$ cat config.mk
export PLATFORM = sky130hd
export DESIGN_NAME = llc_front
export DESIGN_NICKNAME = d
export VERILOG_FILES = /design/src/llc_pkg.sv /design/src/llc_in_fifo.sv /design/src/llc_input_decoder.sv /design/src/llc_resume_regs.sv /design/src/llc_dispatch.sv /design/src/llc_front.sv
export VERILOG_INCLUDE_DIRS = /design/src /design/src/include
export SDC_FILE = /design/constraint.sdc
export NUM_CORES = 1
export LEC_CHECK = 0
export ABC_AREA = 1
export BUFFER_PORTS_ARGS = -buffer_cell sky130_fd_sc_hd__buf_4
export CAP_MARGIN = 10
export CORE_MARGIN = 1
export CORE_UTILIZATION = 25
export DETAILED_ROUTE_END_ITERATION = 8
export PLACE_DENSITY = 0.52
export REMOVE_ABC_BUFFERS = 1
export SYNTH_ARGS = -nofsm -noshare
export SYNTH_HDL_FRONTEND = slang
export SYNTH_SLANG_ARGS = --single-unit
$ cat constraint.sdc
create_clock -name clk -period 5.6 [get_ports clk]
set_input_delay 0.56 -clock clk [delete_from_list [all_inputs] [get_ports clk]]
set_output_delay 0.56 -clock clk [all_outputs]
set_load 0.005 [all_outputs]
$ cat src/include/llc_defines.svh
`ifndef LLC_DEFINES_SVH
`define LLC_DEFINES_SVH

// Entries per input FIFO
`define LLC_FIFO_DEPTH 4

// Message field widths
`define LLC_ADDR_W 32
`define LLC_DATA_W 32

`endif

$ cat src/llc_pkg.sv
`include "llc_defines.svh"

package llc_pkg;

    typedef struct packed {
        logic flush;                       // Flush instead of plain reset
    } llc_rst_t;

    typedef struct packed {
        logic [`LLC_ADDR_W-1:0] addr;
        logic [`LLC_DATA_W-1:0] data;
    } llc_rsp_t;

    typedef struct packed {
        logic [1:0]             op;
        logic [`LLC_ADDR_W-1:0] addr;
        logic [`LLC_DATA_W-1:0] data;
    } llc_req_t;

    typedef struct packed {
        logic                   write;
        logic [`LLC_ADDR_W-1:0] addr;
        logic [`LLC_DATA_W-1:0] data;
    } llc_dma_req_t;

    typedef struct packed {
        logic recall_pending;
        logic recall_valid;
        logic rst_stall;
        logic flush_stall;
        logic req_stall;
        logic dma_read_pending;
        logic dma_write_pending;
        logic save_req;                    // Strobe, keep last dispatched request
    } llc_status_t;

    typedef enum logic [3:0] {
        kind_rst,
        kind_rsp,
        kind_req,
        kind_stalled_req,
        kind_dma_req,
        kind_rst_resume,
        kind_flush_resume,
        kind_dma_read_resume,
        kind_dma_write_resume
    } llc_kind_t;

    typedef struct packed {
        logic rst_to_resume;
        logic flush_to_resume;
        logic rst_to_get;
        logic rsp_to_get;
        logic req_to_get;
        logic dma_req_to_get;
    } llc_sel_t;

    typedef struct packed {
        llc_kind_t              kind;
        logic                   look;      // Needs a cache lookup
        logic [1:0]             op;
        logic [`LLC_ADDR_W-1:0] addr;
        logic [`LLC_DATA_W-1:0] data;
    } llc_dispatch_t;

endpackage

$ cat src/llc_in_fifo.sv
`timescale 1ns/1ps
`include "llc_defines.svh"

module llc_in_fifo #(
    parameter type payload_t = logic
) (
    input  logic     clk,
    input  logic     rst,
    input  logic     in_req,
    input  payload_t in_data,
    output logic     in_ack,
    input  logic     pop,
    output logic     valid,
    output payload_t head
);

    localparam int ptr_w = $clog2(`LLC_FIFO_DEPTH);

    payload_t         mem [`LLC_FIFO_DEPTH];
    logic [ptr_w-1:0] wr_ptr;
    logic [ptr_w-1:0] rd_ptr;
    logic [ptr_w:0]   count;
    logic             push;
    logic             pop_ok;

    // New word only once the previous ack has dropped
    assign push   = in_req && !in_ack && (count < `LLC_FIFO_DEPTH);
    assign pop_ok = pop && valid;
    assign valid  = (count != '0);
    assign head   = mem[rd_ptr];

    always_ff @(posedge clk or negedge rst) begin
        if (!rst) begin
            wr_ptr <= '0;
            rd_ptr <= '0;
            count  <= '0;
            in_ack <= 1'b0;
        end else begin
            if (push) begin
                wr_ptr <= (wr_ptr == ptr_w'(`LLC_FIFO_DEPTH - 1)) ? '0 : wr_ptr + 1'b1;
                in_ack <= 1'b1;
            end else if (in_ack && !in_req) begin
                in_ack <= 1'b0;                // Producer released, close handshake
            end
            if (pop_ok) begin
                rd_ptr <= (rd_ptr == ptr_w'(`LLC_FIFO_DEPTH - 1)) ? '0 : rd_ptr + 1'b1;
            end
            case ({push, pop_ok})
                2'b10:   count <= count + 1'b1;
                2'b01:   count <= count - 1'b1;
                default: count <= count;
            endcase
        end
    end

    always_ff @(posedge clk) begin
        if (push) begin
            mem[wr_ptr] <= in_data;
        end
    end

endmodule

$ cat src/llc_input_decoder.sv
`timescale 1ns/1ps

module llc_input_decoder (
    input  logic                clk,
    input  logic                rst,
    input  logic                decode_en,
    input  llc_pkg::llc_status_t status,
    input  logic                rst_valid,
    input  logic                rsp_valid,
    input  logic                req_valid,
    input  logic                dma_valid,
    input  logic                req_in_stalled_valid,
    input  logic                is_dma_read_to_resume,
    input  logic                is_dma_write_to_resume,
    output llc_pkg::llc_sel_t   sel,
    output logic                look,
    output logic                do_get_req,
    output logic                do_get_dma_req,
    output logic                update_req_in_from_stalled,
    output logic                clr_req_in_stalled_valid,
    output logic                set_dma_read_resume,
    output logic                set_dma_write_resume,
    output logic                clr_dma_read_resume,
    output logic                clr_dma_write_resume
);

    llc_pkg::llc_sel_t sel_next;
    logic              dma_pending;

    assign dma_pending = status.dma_read_pending | status.dma_write_pending;

    always_comb begin
        sel_next                   = '0;
        do_get_req                 = 1'b0;
        do_get_dma_req             = 1'b0;
        update_req_in_from_stalled = 1'b0;
        clr_req_in_stalled_valid   = 1'b0;
        set_dma_read_resume        = 1'b0;
        set_dma_write_resume       = 1'b0;
        clr_dma_read_resume        = 1'b0;
        clr_dma_write_resume       = 1'b0;
        if (decode_en) begin
            clr_dma_read_resume  = 1'b1;       // Flags live for one decode only
            clr_dma_write_resume = 1'b1;
            if (status.recall_pending) begin
                if (!status.recall_valid) begin
                    sel_next.rsp_to_get = rsp_valid;
                end else if (status.dma_read_pending) begin
                    set_dma_read_resume = 1'b1;
                    clr_dma_read_resume = 1'b0;
                end else if (status.dma_write_pending) begin
                    set_dma_write_resume = 1'b1;
                    clr_dma_write_resume = 1'b0;
                end
            end else if (status.rst_stall) begin
                sel_next.rst_to_resume = 1'b1;
            end else if (status.flush_stall) begin
                sel_next.flush_to_resume = 1'b1;
            end else if (rst_valid && !dma_pending) begin
                sel_next.rst_to_get = 1'b1;
            end else if (rsp_valid) begin
                sel_next.rsp_to_get = 1'b1;
            end else if (!status.req_stall && (req_valid || req_in_stalled_valid)) begin
                if (req_in_stalled_valid) begin // Replay beats the FIFO
                    update_req_in_from_stalled = 1'b1;
                    clr_req_in_stalled_valid   = 1'b1;
                end else begin
                    do_get_req = 1'b1;
                end
                sel_next.req_to_get = 1'b1;
            end else if (status.dma_read_pending) begin
                set_dma_read_resume = 1'b1;
                clr_dma_read_resume = 1'b0;
            end else if (status.dma_write_pending) begin
                if (dma_valid) begin
                    set_dma_write_resume = 1'b1;
                    clr_dma_write_resume = 1'b0;
                    do_get_dma_req       = 1'b1;
                end
            end else if (dma_valid && !status.req_stall) begin
                sel_next.dma_req_to_get = 1'b1;
                do_get_dma_req          = 1'b1;
            end
        end
    end

    always_ff @(posedge clk or negedge rst) begin
        if (!rst) begin
            sel <= '0;
        end else if (decode_en) begin
            sel <= sel_next;
        end
    end

    // Resume lookups wait until the recall is gone
    assign look = sel.flush_to_resume | sel.rsp_to_get | sel.req_to_get
                | sel.dma_req_to_get
                | (is_dma_read_to_resume & ~status.recall_pending)
                | (is_dma_write_to_resume & ~status.recall_pending);

endmodule

$ cat src/llc_resume_regs.sv
`timescale 1ns/1ps

module llc_resume_regs (
    input  logic              clk,
    input  logic              rst,
    input  logic              save_req,
    input  llc_pkg::llc_req_t last_req,
    input  logic              clr_req_in_stalled_valid,
    input  logic              set_dma_read_resume,
    input  logic              set_dma_write_resume,
    input  logic              clr_dma_read_resume,
    input  logic              clr_dma_write_resume,
    output logic              req_in_stalled_valid,
    output llc_pkg::llc_req_t req_in_stalled,
    output logic              is_dma_read_to_resume,
    output logic              is_dma_write_to_resume
);

    always_ff @(posedge clk or negedge rst) begin
        if (!rst) begin
            req_in_stalled_valid   <= 1'b0;
            is_dma_read_to_resume  <= 1'b0;
            is_dma_write_to_resume <= 1'b0;
        end else begin
            if (save_req) begin
                req_in_stalled_valid <= 1'b1;
            end else if (clr_req_in_stalled_valid) begin
                req_in_stalled_valid <= 1'b0;
            end
            if (set_dma_read_resume) begin
                is_dma_read_to_resume <= 1'b1; // Set wins over clear
            end else if (clr_dma_read_resume) begin
                is_dma_read_to_resume <= 1'b0;
            end
            if (set_dma_write_resume) begin
                is_dma_write_to_resume <= 1'b1;
            end else if (clr_dma_write_resume) begin
                is_dma_write_to_resume <= 1'b0;
            end
        end
    end

    always_ff @(posedge clk) begin
        if (save_req) begin
            req_in_stalled <= last_req;
        end
    end

endmodule

$ cat src/llc_dispatch.sv
`timescale 1ns/1ps

module llc_dispatch (
    input  logic                   clk,
    input  logic                   rst,
    input  llc_pkg::llc_sel_t      sel,
    input  logic                   look,
    input  logic                   do_get_req,
    input  logic                   do_get_dma_req,
    input  logic                   update_req_in_from_stalled,
    input  logic                   set_dma_read_resume,
    input  logic                   set_dma_write_resume,
    input  llc_pkg::llc_rst_t      rst_head,
    input  llc_pkg::llc_rsp_t      rsp_head,
    input  llc_pkg::llc_req_t      req_head,
    input  llc_pkg::llc_req_t      req_in_stalled,
    input  llc_pkg::llc_dma_req_t  dma_head,
    output logic                   decode_en,
    output logic                   pop_rst,
    output logic                   pop_rsp,
    output llc_pkg::llc_req_t      last_req,
    output logic                   out_req,
    input  logic                   out_ack,
    output llc_pkg::llc_dispatch_t out_rec
);

    typedef enum logic [1:0] {st_idle, st_decode, st_build, st_handshake} state_t;

    state_t                 state;
    llc_pkg::llc_dispatch_t cap;           // Payload and kind hint taken in decode
    llc_pkg::llc_dispatch_t rec;
    logic                   cap_rd;
    logic                   cap_wr;
    logic                   rec_due;

    assign decode_en = (state == st_decode);
    assign pop_rst   = (state == st_build) && sel.rst_to_get;
    assign pop_rsp   = (state == st_build) && sel.rsp_to_get;

    // Read resume only counts once look confirms the recall is over
    assign rec_due = (|sel) | cap_wr | (cap_rd & look);

    always_comb begin
        rec      = cap;
        rec.look = look;
        if (sel.rst_to_get) begin
            rec.kind    = llc_pkg::kind_rst;
            rec.op      = '0;
            rec.addr    = '0;
            rec.data    = '0;
            rec.data[0] = rst_head.flush;
        end else if (sel.rsp_to_get) begin
            rec.kind = llc_pkg::kind_rsp;
            rec.op   = '0;
            rec.addr = rsp_head.addr;
            rec.data = rsp_head.data;
        end else if (sel.rst_to_resume || sel.flush_to_resume) begin
            rec.kind = sel.rst_to_resume ? llc_pkg::kind_rst_resume
                                         : llc_pkg::kind_flush_resume;
            rec.op   = '0;
            rec.addr = '0;
            rec.data = '0;
        end
    end

    always_ff @(posedge clk or negedge rst) begin
        if (!rst) begin
            state   <= st_idle;
            out_req <= 1'b0;
            cap_rd  <= 1'b0;
            cap_wr  <= 1'b0;
        end else begin
            case (state)
                st_idle: begin
                    if (!out_ack) state <= st_decode;
                end
                st_decode: begin
                    cap_rd <= set_dma_read_resume;
                    cap_wr <= set_dma_write_resume & do_get_dma_req;
                    state  <= st_build;
                end
                st_build: begin
                    if (rec_due) begin
                        out_req <= 1'b1;
                        state   <= st_handshake;
                    end else begin
                        state <= st_decode; // Nothing to send, decode again
                    end
                end
                default: begin
                    if (out_ack) begin
                        out_req <= 1'b0;
                        state   <= st_idle;
                    end
                end
            endcase
        end
    end

    always_ff @(posedge clk) begin
        if (state == st_decode) begin
            cap      <= '0;
            cap.kind <= llc_pkg::kind_dma_read_resume;
            if (update_req_in_from_stalled) begin
                cap.kind <= llc_pkg::kind_stalled_req;
                cap.op   <= req_in_stalled.op;
                cap.addr <= req_in_stalled.addr;
                cap.data <= req_in_stalled.data;
            end else if (do_get_req) begin
                cap.kind <= llc_pkg::kind_req;
                cap.op   <= req_head.op;
                cap.addr <= req_head.addr;
                cap.data <= req_head.data;
            end else if (do_get_dma_req) begin
                cap.kind <= set_dma_write_resume ? llc_pkg::kind_dma_write_resume
                                                 : llc_pkg::kind_dma_req;
                cap.op   <= {1'b0, dma_head.write};
                cap.addr <= dma_head.addr;
                cap.data <= dma_head.data;
            end
        end
        if (state == st_build && rec_due) begin
            out_rec <= rec;
            if (sel.req_to_get) begin
                last_req <= '{op: cap.op, addr: cap.addr, data: cap.data};
            end
        end
    end

endmodule

$ cat src/llc_front.sv
`timescale 1ns/1ps

module llc_front (
    input  logic                   clk,
    input  logic                   rst,
    input  logic                   rst_in_req,
    input  llc_pkg::llc_rst_t      rst_in_data,
    output logic                   rst_in_ack,
    input  logic                   rsp_in_req,
    input  llc_pkg::llc_rsp_t      rsp_in_data,
    output logic                   rsp_in_ack,
    input  logic                   req_in_req,
    input  llc_pkg::llc_req_t      req_in_data,
    output logic                   req_in_ack,
    input  logic                   dma_in_req,
    input  llc_pkg::llc_dma_req_t  dma_in_data,
    output logic                   dma_in_ack,
    input  llc_pkg::llc_status_t   status,
    output logic                   out_req,
    input  logic                   out_ack,
    output llc_pkg::llc_dispatch_t out_rec
);

    llc_pkg::llc_rst_t     rst_head;
    llc_pkg::llc_rsp_t     rsp_head;
    llc_pkg::llc_req_t     req_head;
    llc_pkg::llc_dma_req_t dma_head;
    llc_pkg::llc_req_t     req_in_stalled;
    llc_pkg::llc_req_t     last_req;
    llc_pkg::llc_sel_t     sel;
    logic rst_valid;
    logic rsp_valid;
    logic req_valid;
    logic dma_valid;
    logic pop_rst;
    logic pop_rsp;
    logic decode_en;
    logic look;
    logic do_get_req;
    logic do_get_dma_req;
    logic update_req_in_from_stalled;
    logic clr_req_in_stalled_valid;
    logic req_in_stalled_valid;
    logic set_dma_read_resume;
    logic set_dma_write_resume;
    logic clr_dma_read_resume;
    logic clr_dma_write_resume;
    logic is_dma_read_to_resume;
    logic is_dma_write_to_resume;

    llc_in_fifo #(.payload_t(llc_pkg::llc_rst_t)) u_rst_fifo (
        .clk, .rst, .in_req(rst_in_req), .in_data(rst_in_data), .in_ack(rst_in_ack),
        .pop(pop_rst), .valid(rst_valid), .head(rst_head)
    );

    llc_in_fifo #(.payload_t(llc_pkg::llc_rsp_t)) u_rsp_fifo (
        .clk, .rst, .in_req(rsp_in_req), .in_data(rsp_in_data), .in_ack(rsp_in_ack),
        .pop(pop_rsp), .valid(rsp_valid), .head(rsp_head)
    );

    llc_in_fifo #(.payload_t(llc_pkg::llc_req_t)) u_req_fifo (
        .clk, .rst, .in_req(req_in_req), .in_data(req_in_data), .in_ack(req_in_ack),
        .pop(do_get_req), .valid(req_valid), .head(req_head)
    );

    llc_in_fifo #(.payload_t(llc_pkg::llc_dma_req_t)) u_dma_fifo (
        .clk, .rst, .in_req(dma_in_req), .in_data(dma_in_data), .in_ack(dma_in_ack),
        .pop(do_get_dma_req), .valid(dma_valid), .head(dma_head)
    );

    llc_input_decoder u_decoder (
        .clk, .rst, .decode_en, .status, .rst_valid, .rsp_valid, .req_valid, .dma_valid,
        .req_in_stalled_valid, .is_dma_read_to_resume, .is_dma_write_to_resume, .sel,
        .look, .do_get_req, .do_get_dma_req, .update_req_in_from_stalled,
        .clr_req_in_stalled_valid, .set_dma_read_resume, .set_dma_write_resume,
        .clr_dma_read_resume, .clr_dma_write_resume
    );

    llc_resume_regs u_resume (
        .clk, .rst, .save_req(status.save_req), .last_req, .clr_req_in_stalled_valid,
        .set_dma_read_resume, .set_dma_write_resume, .clr_dma_read_resume,
        .clr_dma_write_resume, .req_in_stalled_valid, .req_in_stalled,
        .is_dma_read_to_resume, .is_dma_write_to_resume
    );

    llc_dispatch u_dispatch (
        .clk, .rst, .sel, .look, .do_get_req, .do_get_dma_req, .update_req_in_from_stalled,
        .set_dma_read_resume, .set_dma_write_resume, .rst_head, .rsp_head, .req_head,
        .req_in_stalled, .dma_head, .decode_en, .pop_rst, .pop_rsp, .last_req, .out_req,
        .out_ack, .out_rec
    );

endmodule

== After elaboration in Yosys (flattened, before gate mapping) ==
Memory sizes are Yosys's and may differ from the RTL's.
Index checks and enable logic that the tools add are counted.
W data, S select, Z words.

* Add/subtract/negate cells: 16
* Multiplexer cells: 139
* Reduce and logical (&&, ||, !) cells: 61
* Order comparisons: 4
* Bitwise operators: 15
* Equal/unequal tests: 20

{| class="wikitable"
|+ Operator list
! cell !! number
|-
| $mux W66 || 2
|-
| $mux W64 || 2
|-
| $mux W1 || 107
|-
| $mux W65 || 1
|-
| $mux W2 || 14
|-
| $eq A2 B2 Y1 const B || 13
|-
| $pmux W3 S2 || 4
|-
| $reduce_bool A2 Y1 || 12
|-
| $logic_and A1 B1 Y1 || 22
|-
| $add A2 B1 Y2 const B || 8
|-
| $add A3 B1 Y3 const B || 4
|-
| $lt A3 B3 Y1 const B || 4
|-
| $mux W4 || 3
|-
| $reduce_bool A3 Y1 || 4
|-
| $sub A3 B1 Y3 const B || 4
|-
| $eq A2 B1 Y1 const B || 5
|-
| $logic_not A1 Y1 || 10
|-
| $mux W3 || 3
|-
| $or A1 B1 Y1 || 8
|-
| $pmux W2 S3 || 1
|-
| $reduce_or A2 Y1 || 3
|-
| $reduce_or A3 Y1 || 2
|-
| $reduce_or A6 Y1 || 1
|-
| $mux W5 || 1
|-
| other kinds (10) || 17
|}

* Memory bits (writable): 784
* Input bits: 211
* Logic and storage cells: 307
* Register bits: 319
* Memories: 4

{| class="wikitable"
|+ Memory list
! name !! words !! width !! read ports !! clocked after memory_dff !! wr ports !! RTL line !! source
|-
| u_req_fifo.mem || 4 || 66 || 1 || 0 || 1 || llc_in_fifo.sv:19 || <nowiki>payload_t mem [`LLC_FIFO_DEPTH];</nowiki>
|-
| u_dma_fifo.mem || 4 || 65 || 1 || 0 || 1 || llc_in_fifo.sv:19 ||
|-
| u_rsp_fifo.mem || 4 || 64 || 1 || 0 || 1 || llc_in_fifo.sv:19 ||
|-
| u_rst_fifo.mem || 4 || 1 || 1 || 0 || 1 || llc_in_fifo.sv:19 ||
|}

== Logic depth before layout (Yosys ltp) ==
* Depth after elaboration: 15
* Depth in mapped cells: 12
* Gate-level depth less buffers: 12

== By module ==
A second synthesis with hierarchy kept.

* Cells, all modules: 3451
* Area total of the unflattened synthesis: 44632.8 sq um

{| class="wikitable"
|+ Modules (own cells, without submodules)
! module !! sequential area each (sq um) !! area an instance (sq um) !! times used !! cells an instance
|-
| llc_in_fifo at u_req_fifo || 8127.8 || 11076.9 || 1 || 831
|-
| llc_in_fifo at u_dma_fifo || 8007.7 || 10810.4 || 1 || 818
|-
| llc_in_fifo at u_rsp_fifo || 7887.6 || 10719.0 || 1 || 806
|-
| llc_dispatch || 6341.1 || 8824.7 || 1 || 777
|-
| llc_resume_regs || 2057.0 || 2102.0 || 1 || 81
|-
| llc_in_fifo at u_rst_fifo || 320.3 || 671.9 || 1 || 71
|-
| llc_input_decoder || 150.1 || 427.9 || 1 || 67
|}

== Worst setup path before layout ==
Ideal clock, no wire load.

* Path type: input to register
* Start: input req_in_req
* End: memory u_req_fifo.mem[0][0] (netlist name) (enable)
* Arrival: 3813 ps
* Path slack: 1296 ps
* Required time: 5109 ps
* Buffers on the path: 0
* Stages: 4
* Cell sequence: inv_1 -> nor3_1 -> inv_1 -> nor2_1

* Longest elaborated chain between the ends: 4

{| class="wikitable"
|+ Ends and longest elaborated chain
! what !! RTL line !! source
|-
| start: declaration || llc_front.sv:12 || <nowiki>input logic req_in_req,</nowiki>
|-
| $logic_and A1 B1 Y1 (2 in series) || llc_in_fifo.sv:27 || <nowiki>assign push = in_req && !in_ack && (count < `LLC_FIFO_DEPTH);</nowiki>
|-
| $mux W1 || llc_in_fifo.sv:57 || <nowiki>if (push) begin</nowiki>
|-
| $mux W1 (not written as such) || llc_in_fifo.sv:58 || <nowiki>mem[wr_ptr] <= in_data;</nowiki>
|-
| end: declaration || llc_in_fifo.sv:19 ||
|}

Every way passes these cells.

== Worst setup path in the final report ==
* Start: register u_dispatch.state[1]
* End: register u_dispatch.cap[35] (netlist name) (data pin)

* Longest elaborated chain between the ends: 5
* Elaborated cells between the ends (all ways): 7
* Those cells by class: eq/ne: 1; mux: 6

{| class="wikitable"
|+ Ends and longest elaborated chain
! what !! RTL line !! source
|-
| start: declaration || llc_dispatch.sv:29 || <nowiki>state_t state;</nowiki>
|-
| start signal: assignment || llc_dispatch.sv:68 || <nowiki>state <= st_idle;</nowiki>
|-
| start signal: assignment || llc_dispatch.sv:75 || <nowiki>if (!out_ack) state <= st_decode;</nowiki>
|-
| start signal: assignment || llc_dispatch.sv:80 || <nowiki>state <= st_build;</nowiki>
|-
| $eq A2 B1 Y1 (*) || llc_dispatch.sv:36 || <nowiki>assign decode_en = (state == st_decode);</nowiki>
|-
| $mux W1 || llc_input_decoder.sv:42 || <nowiki>if (decode_en) begin</nowiki>
|-
| $mux W65 || llc_dispatch.sv:114 || <nowiki>end else if (do_get_dma_req) begin</nowiki>
|-
| $mux W66 || llc_dispatch.sv:109 || <nowiki>end else if (do_get_req) begin</nowiki>
|-
| $mux W66 (*) || llc_dispatch.sv:104 || <nowiki>if (update_req_in_from_stalled) begin</nowiki>
|-
| end: declaration || llc_dispatch.sv:30 || <nowiki>llc_pkg::llc_dispatch_t cap;</nowiki>
|}

Mark *: on every way between the ends. The rest lies on a longest branch, timed or not.
A chain may end at the register's enable or synchronous reset.

==> metrics.md <==
| Metric | Value |
|---|---|
| Clock sinks | `1103` |
| Power density over cell area | `437 nW/um2` |
| Pin count of the biggest net entering global routing | `98` |
| Antenna violations before repair | `48` |
| PnR Total Power | `23000 uW` |
| Row count | `150` |
| Worst slew pin tran | `1.14 ns` |
| DP HPWL | `77100 um` |
| Final setup viols | `0` |
| HP Class | `in -> reg` |
| DR vias | `26200` |
| Post-CTS setup repair buffer count | `0` |
| Gpl congestion | `0.785` |
| Synthesized instance count | `3087` |
| Routed WL per cell | `21.0 um` |
| Synth unique cells | `35` |
| Total area of multi-input combinational cells | `8470 um2` |
| Die area | `172000 um2` |
| Reg2Reg Launch Point | `u_dispatch.state[1]` |
| CTS tree | `done` |
| Crit-path cells | `nor2_4 -> nand3_2 -> nor2_4 -> buf_4 -> buf_4 -> nand4_1 -> nand3_1` |
| DP Worst Slack | `2.27 ns` |
| Drt initial violations | `1952` |
| Avg Inst Size Synth | `13.8 um2` |
| Die Y | `414 um` |
| Max-Cap Viols | `0` |
| First-pass GRT wire length | `178000 um` |
| Outcome | `finished, final reports clean` |
| Sum of negative setup slack | `0 ns` |
| Detail Route Antenna Nets | `0` |
| Leakage | `0.0183 uW` |
| Worst-path fanout max | `68` |
| Register area share after synthesis | `0.774` |
| CTS Root Buffer Type | `clkbuf_16` |
| Die width | `414 um` |
| Worst-case reg-to-reg path depth | `7` |
| Mapped Area | `42500 um2` |
| Worst Path Required | `6.19 ns` |
| Ports | `287` |
| Synthesized flop and latch total | `1103` |
| Final hold vios | `0` |
| Inserted Clock Buffers | `115` |
| Max Root-Sink Buffers | `3` |
| CP Capture Type | `flop` |
| Async S/R FF share, synth | `0.0417` |
| Pins over their slew limit | `0` |
| Core Box Area | `168000 um2` |
| Cell taking the most area after synthesis | `edfxtp_1` |
| Total Routing Usage GR | `0.140` |
| Vias in the first global route | `25800` |
| RSZ-0062 raised after global routing | `false` |
| Crit Path Category | `reg -> reg` |
| H-tree depth | `3` |
| Total Wirelength | `123000 um` |
| Crit path time final | `3.39 ns` |
| Worst hold start | `req_in_data[45]` |
| Final worst slack | `2.21 ns` |
| Hold path depth | `1` |
| # port buffers | `286` |
| Area grow syn2layout | `24.0%` |
| Clk Latency, worst-skew pair | `0.74 ns` |
| Endpoint, Worst Hold | `u_req_fifo.mem[2][45]` |
| Syn. warnings | `0` |
| Final Net Count | `3774` |
| Storage cell area | `32900 um2` |
| DR pass1 iterations | `5` |
| CP Launch Type | `flop` |
| CP max-delay cell | `buf_4` |
| Grt total ovfl | `0` |
| Mean number of vias per cell | `4.49` |
| Ratio of cells with drive above 1 in the final layout | `0.149` |
| Synth cell count leaders | `1057 x edfxtp_1, 630 x nand2_1, 265 x o21ai_0` |
| Main synth FF type | `edfxtp_1` |
| Fin Clk Skew | `0.0415 ns` |
| Yosys top cell area share | `0.747` |
| Maximum VDD drop | `332 uV` |
| R2r endpoint | `u_dispatch.cap[35]` |
| Largest stage delay, worst path | `0.68 ns` |
| Leading post-synthesis cells by cell area | `edfxtp_1 75%, nand2_1 5.6%, o21ai_0 3.1%, dfrtp_1 2.7%, nand3_1 2.4%` |
| Worst reg-to-reg setup slack | `2.21 ns` |
| Number of synthesized flops with an enable pin | `1057` |
| Fill cell count | `16600` |
| CP arrival | `3.99 ns` |
| Initial core utilization | `0.253` |
| Most frequent cell after synthesis | `edfxtp_1` |
| Tcrit/Tclk final | `0.606` |
| Max Clk Rate | `295 MHz` |
| Clock Pin Slew Worst Setup and Hold Paths | `0.07 ns` |
| Max_slew headroom | `0.242` |
| # DRC | `0` |
==> cells in the final DEF, fill, tap and decap left out, types with 17 or more instances in the layout <==
| master | n |
|---|---|
| edfxtp_1 | 1057 |
| nand2_1 | 630 |
| buf_4 | 329 |
| o21ai_0 | 265 |
| nor2_1 | 232 |
| nand3_1 | 204 |
| dlygate4sd3_1 | 186 |
| nand4_1 | 131 |
| clkbuf_16 | 116 |
| inv_1 | 75 |
| o22ai_1 | 71 |
| a32o_1 | 63 |
| dfrtp_1 | 39 |
| o21ai_1 | 28 |
| ha_1 | 24 |
| clkinv_1 | 23 |
| clkbuf_1 | 22 |
| nor2_4 | 18 |
| clkinv_2 | 17 |
==> repair_timing <==
item                                   in CTS  in global routing
endpoints found under the hold margin     778                  0
resized for setup                           0                  0
hold buffers                              186                  0
==> power breakdown <==
group	switching, uW	leakage [uW]	internal, uW
registers	629	0.0102	10500
clock network	3260	0.00181	4420
logic	2890	0.00628	1360
total	6780	0.0183	16200
==> registers in the layout (all words and copies together), names as in the netlist, 3 cells and up <==
signal / count
u_rsp_fifo.mem: 256
u_dma_fifo.count: 3
u_resume.req_in_stalled: 66
u_dispatch.last_req: 66
u_decoder.sel: 6
u_req_fifo.mem: 264
u_dispatch.cap: 70
u_rst_fifo.count: 3
u_rst_fifo.mem: 4
u_dispatch.out_rec: 71
u_rsp_fifo.count: 3
u_dma_fifo.mem: 260
u_req_fifo.count: 3
==> metal layers <==
| layer | global-route usage | wire length [um] | up-vias |
|---|---|---|---|
| met5 | 0 | 197 | - |
| met4 | 0.0409 | 3720 | 34 |
| met3 | 0.0366 | 7950 | 225 |
| met2 | 0.238 | 60500 | 720 |
| met1 | 0.174 | 50100 | 13000 |
| li1 | - | - | 12300 |
==> final cells by class <==
class	instances	share of cell area
tap	2204	0.0523
antenna	10	0.000475
timing repair buffer	520	0.0841
multi-input combinational	1708	0.161
sequential	1103	0.625
clock inverter	68	0.0143
inverter	87	0.00636
clock buffer	140	0.0572
==> critical path, delay by kind of cell (launching register included) <==
family        cells  cell delay (ns)
simple gates      5             1.39
buf+inv           2             1.28
flops             1             0.43
==> through the flow <==
| step | hold slack [ns] | cell area (um2) | std cells | utilization |
|---|---|---|---|---|
| floorplan | 0.264 | 41600 | 2898 | - |
| detailed placement | 0.405 | 47000 | 5436 | 0.280 |
| global route | 0.0161 | 52700 | 5838 | 0.314 |
| CTS | 0.000599 | 52700 | 5830 | 0.314 |
| global placement | 0.401 | 47000 | 5436 | 0.280 |
| finish | 0.0578 | 52700 | 5840 | 0.314 |
==> kinds of logic after synthesis <==
kind of cell | count (synthesis) | share of synthesized area
flip-flops | 1103 | 0.774
AO/OA/AOI/OAI | 445 | 0.0627
buffers and inverters | 276 | 0.0291
XOR/XNOR | 8 | 0.00165
AND/OR/NAND/NOR | 1227 | 0.123
adder cells (fa/ha/maj) | 28 | 0.00895
==> how the worst max path moves through the flow <==
stage,startpoint,cells past startpoint,endpoint,slack (ns)
finish,u_dispatch.state[1],7,u_dispatch.cap[35],2.21
global route,u_dispatch.state[1],7,u_dispatch.cap[11],2.04
CTS,u_dispatch.state[1],7,u_dispatch.cap[35],2.26
detailed placement,u_dispatch.state[1],7,u_dispatch.cap[35],2.27
global placement,u_dispatch.state[1],7,u_dispatch.cap[8],2.37
floorplan,u_rsp_fifo.rd_ptr[0],4,u_dispatch.out_rec[0],0.09
Note: power is estimated with default switching activity, not from simulation.
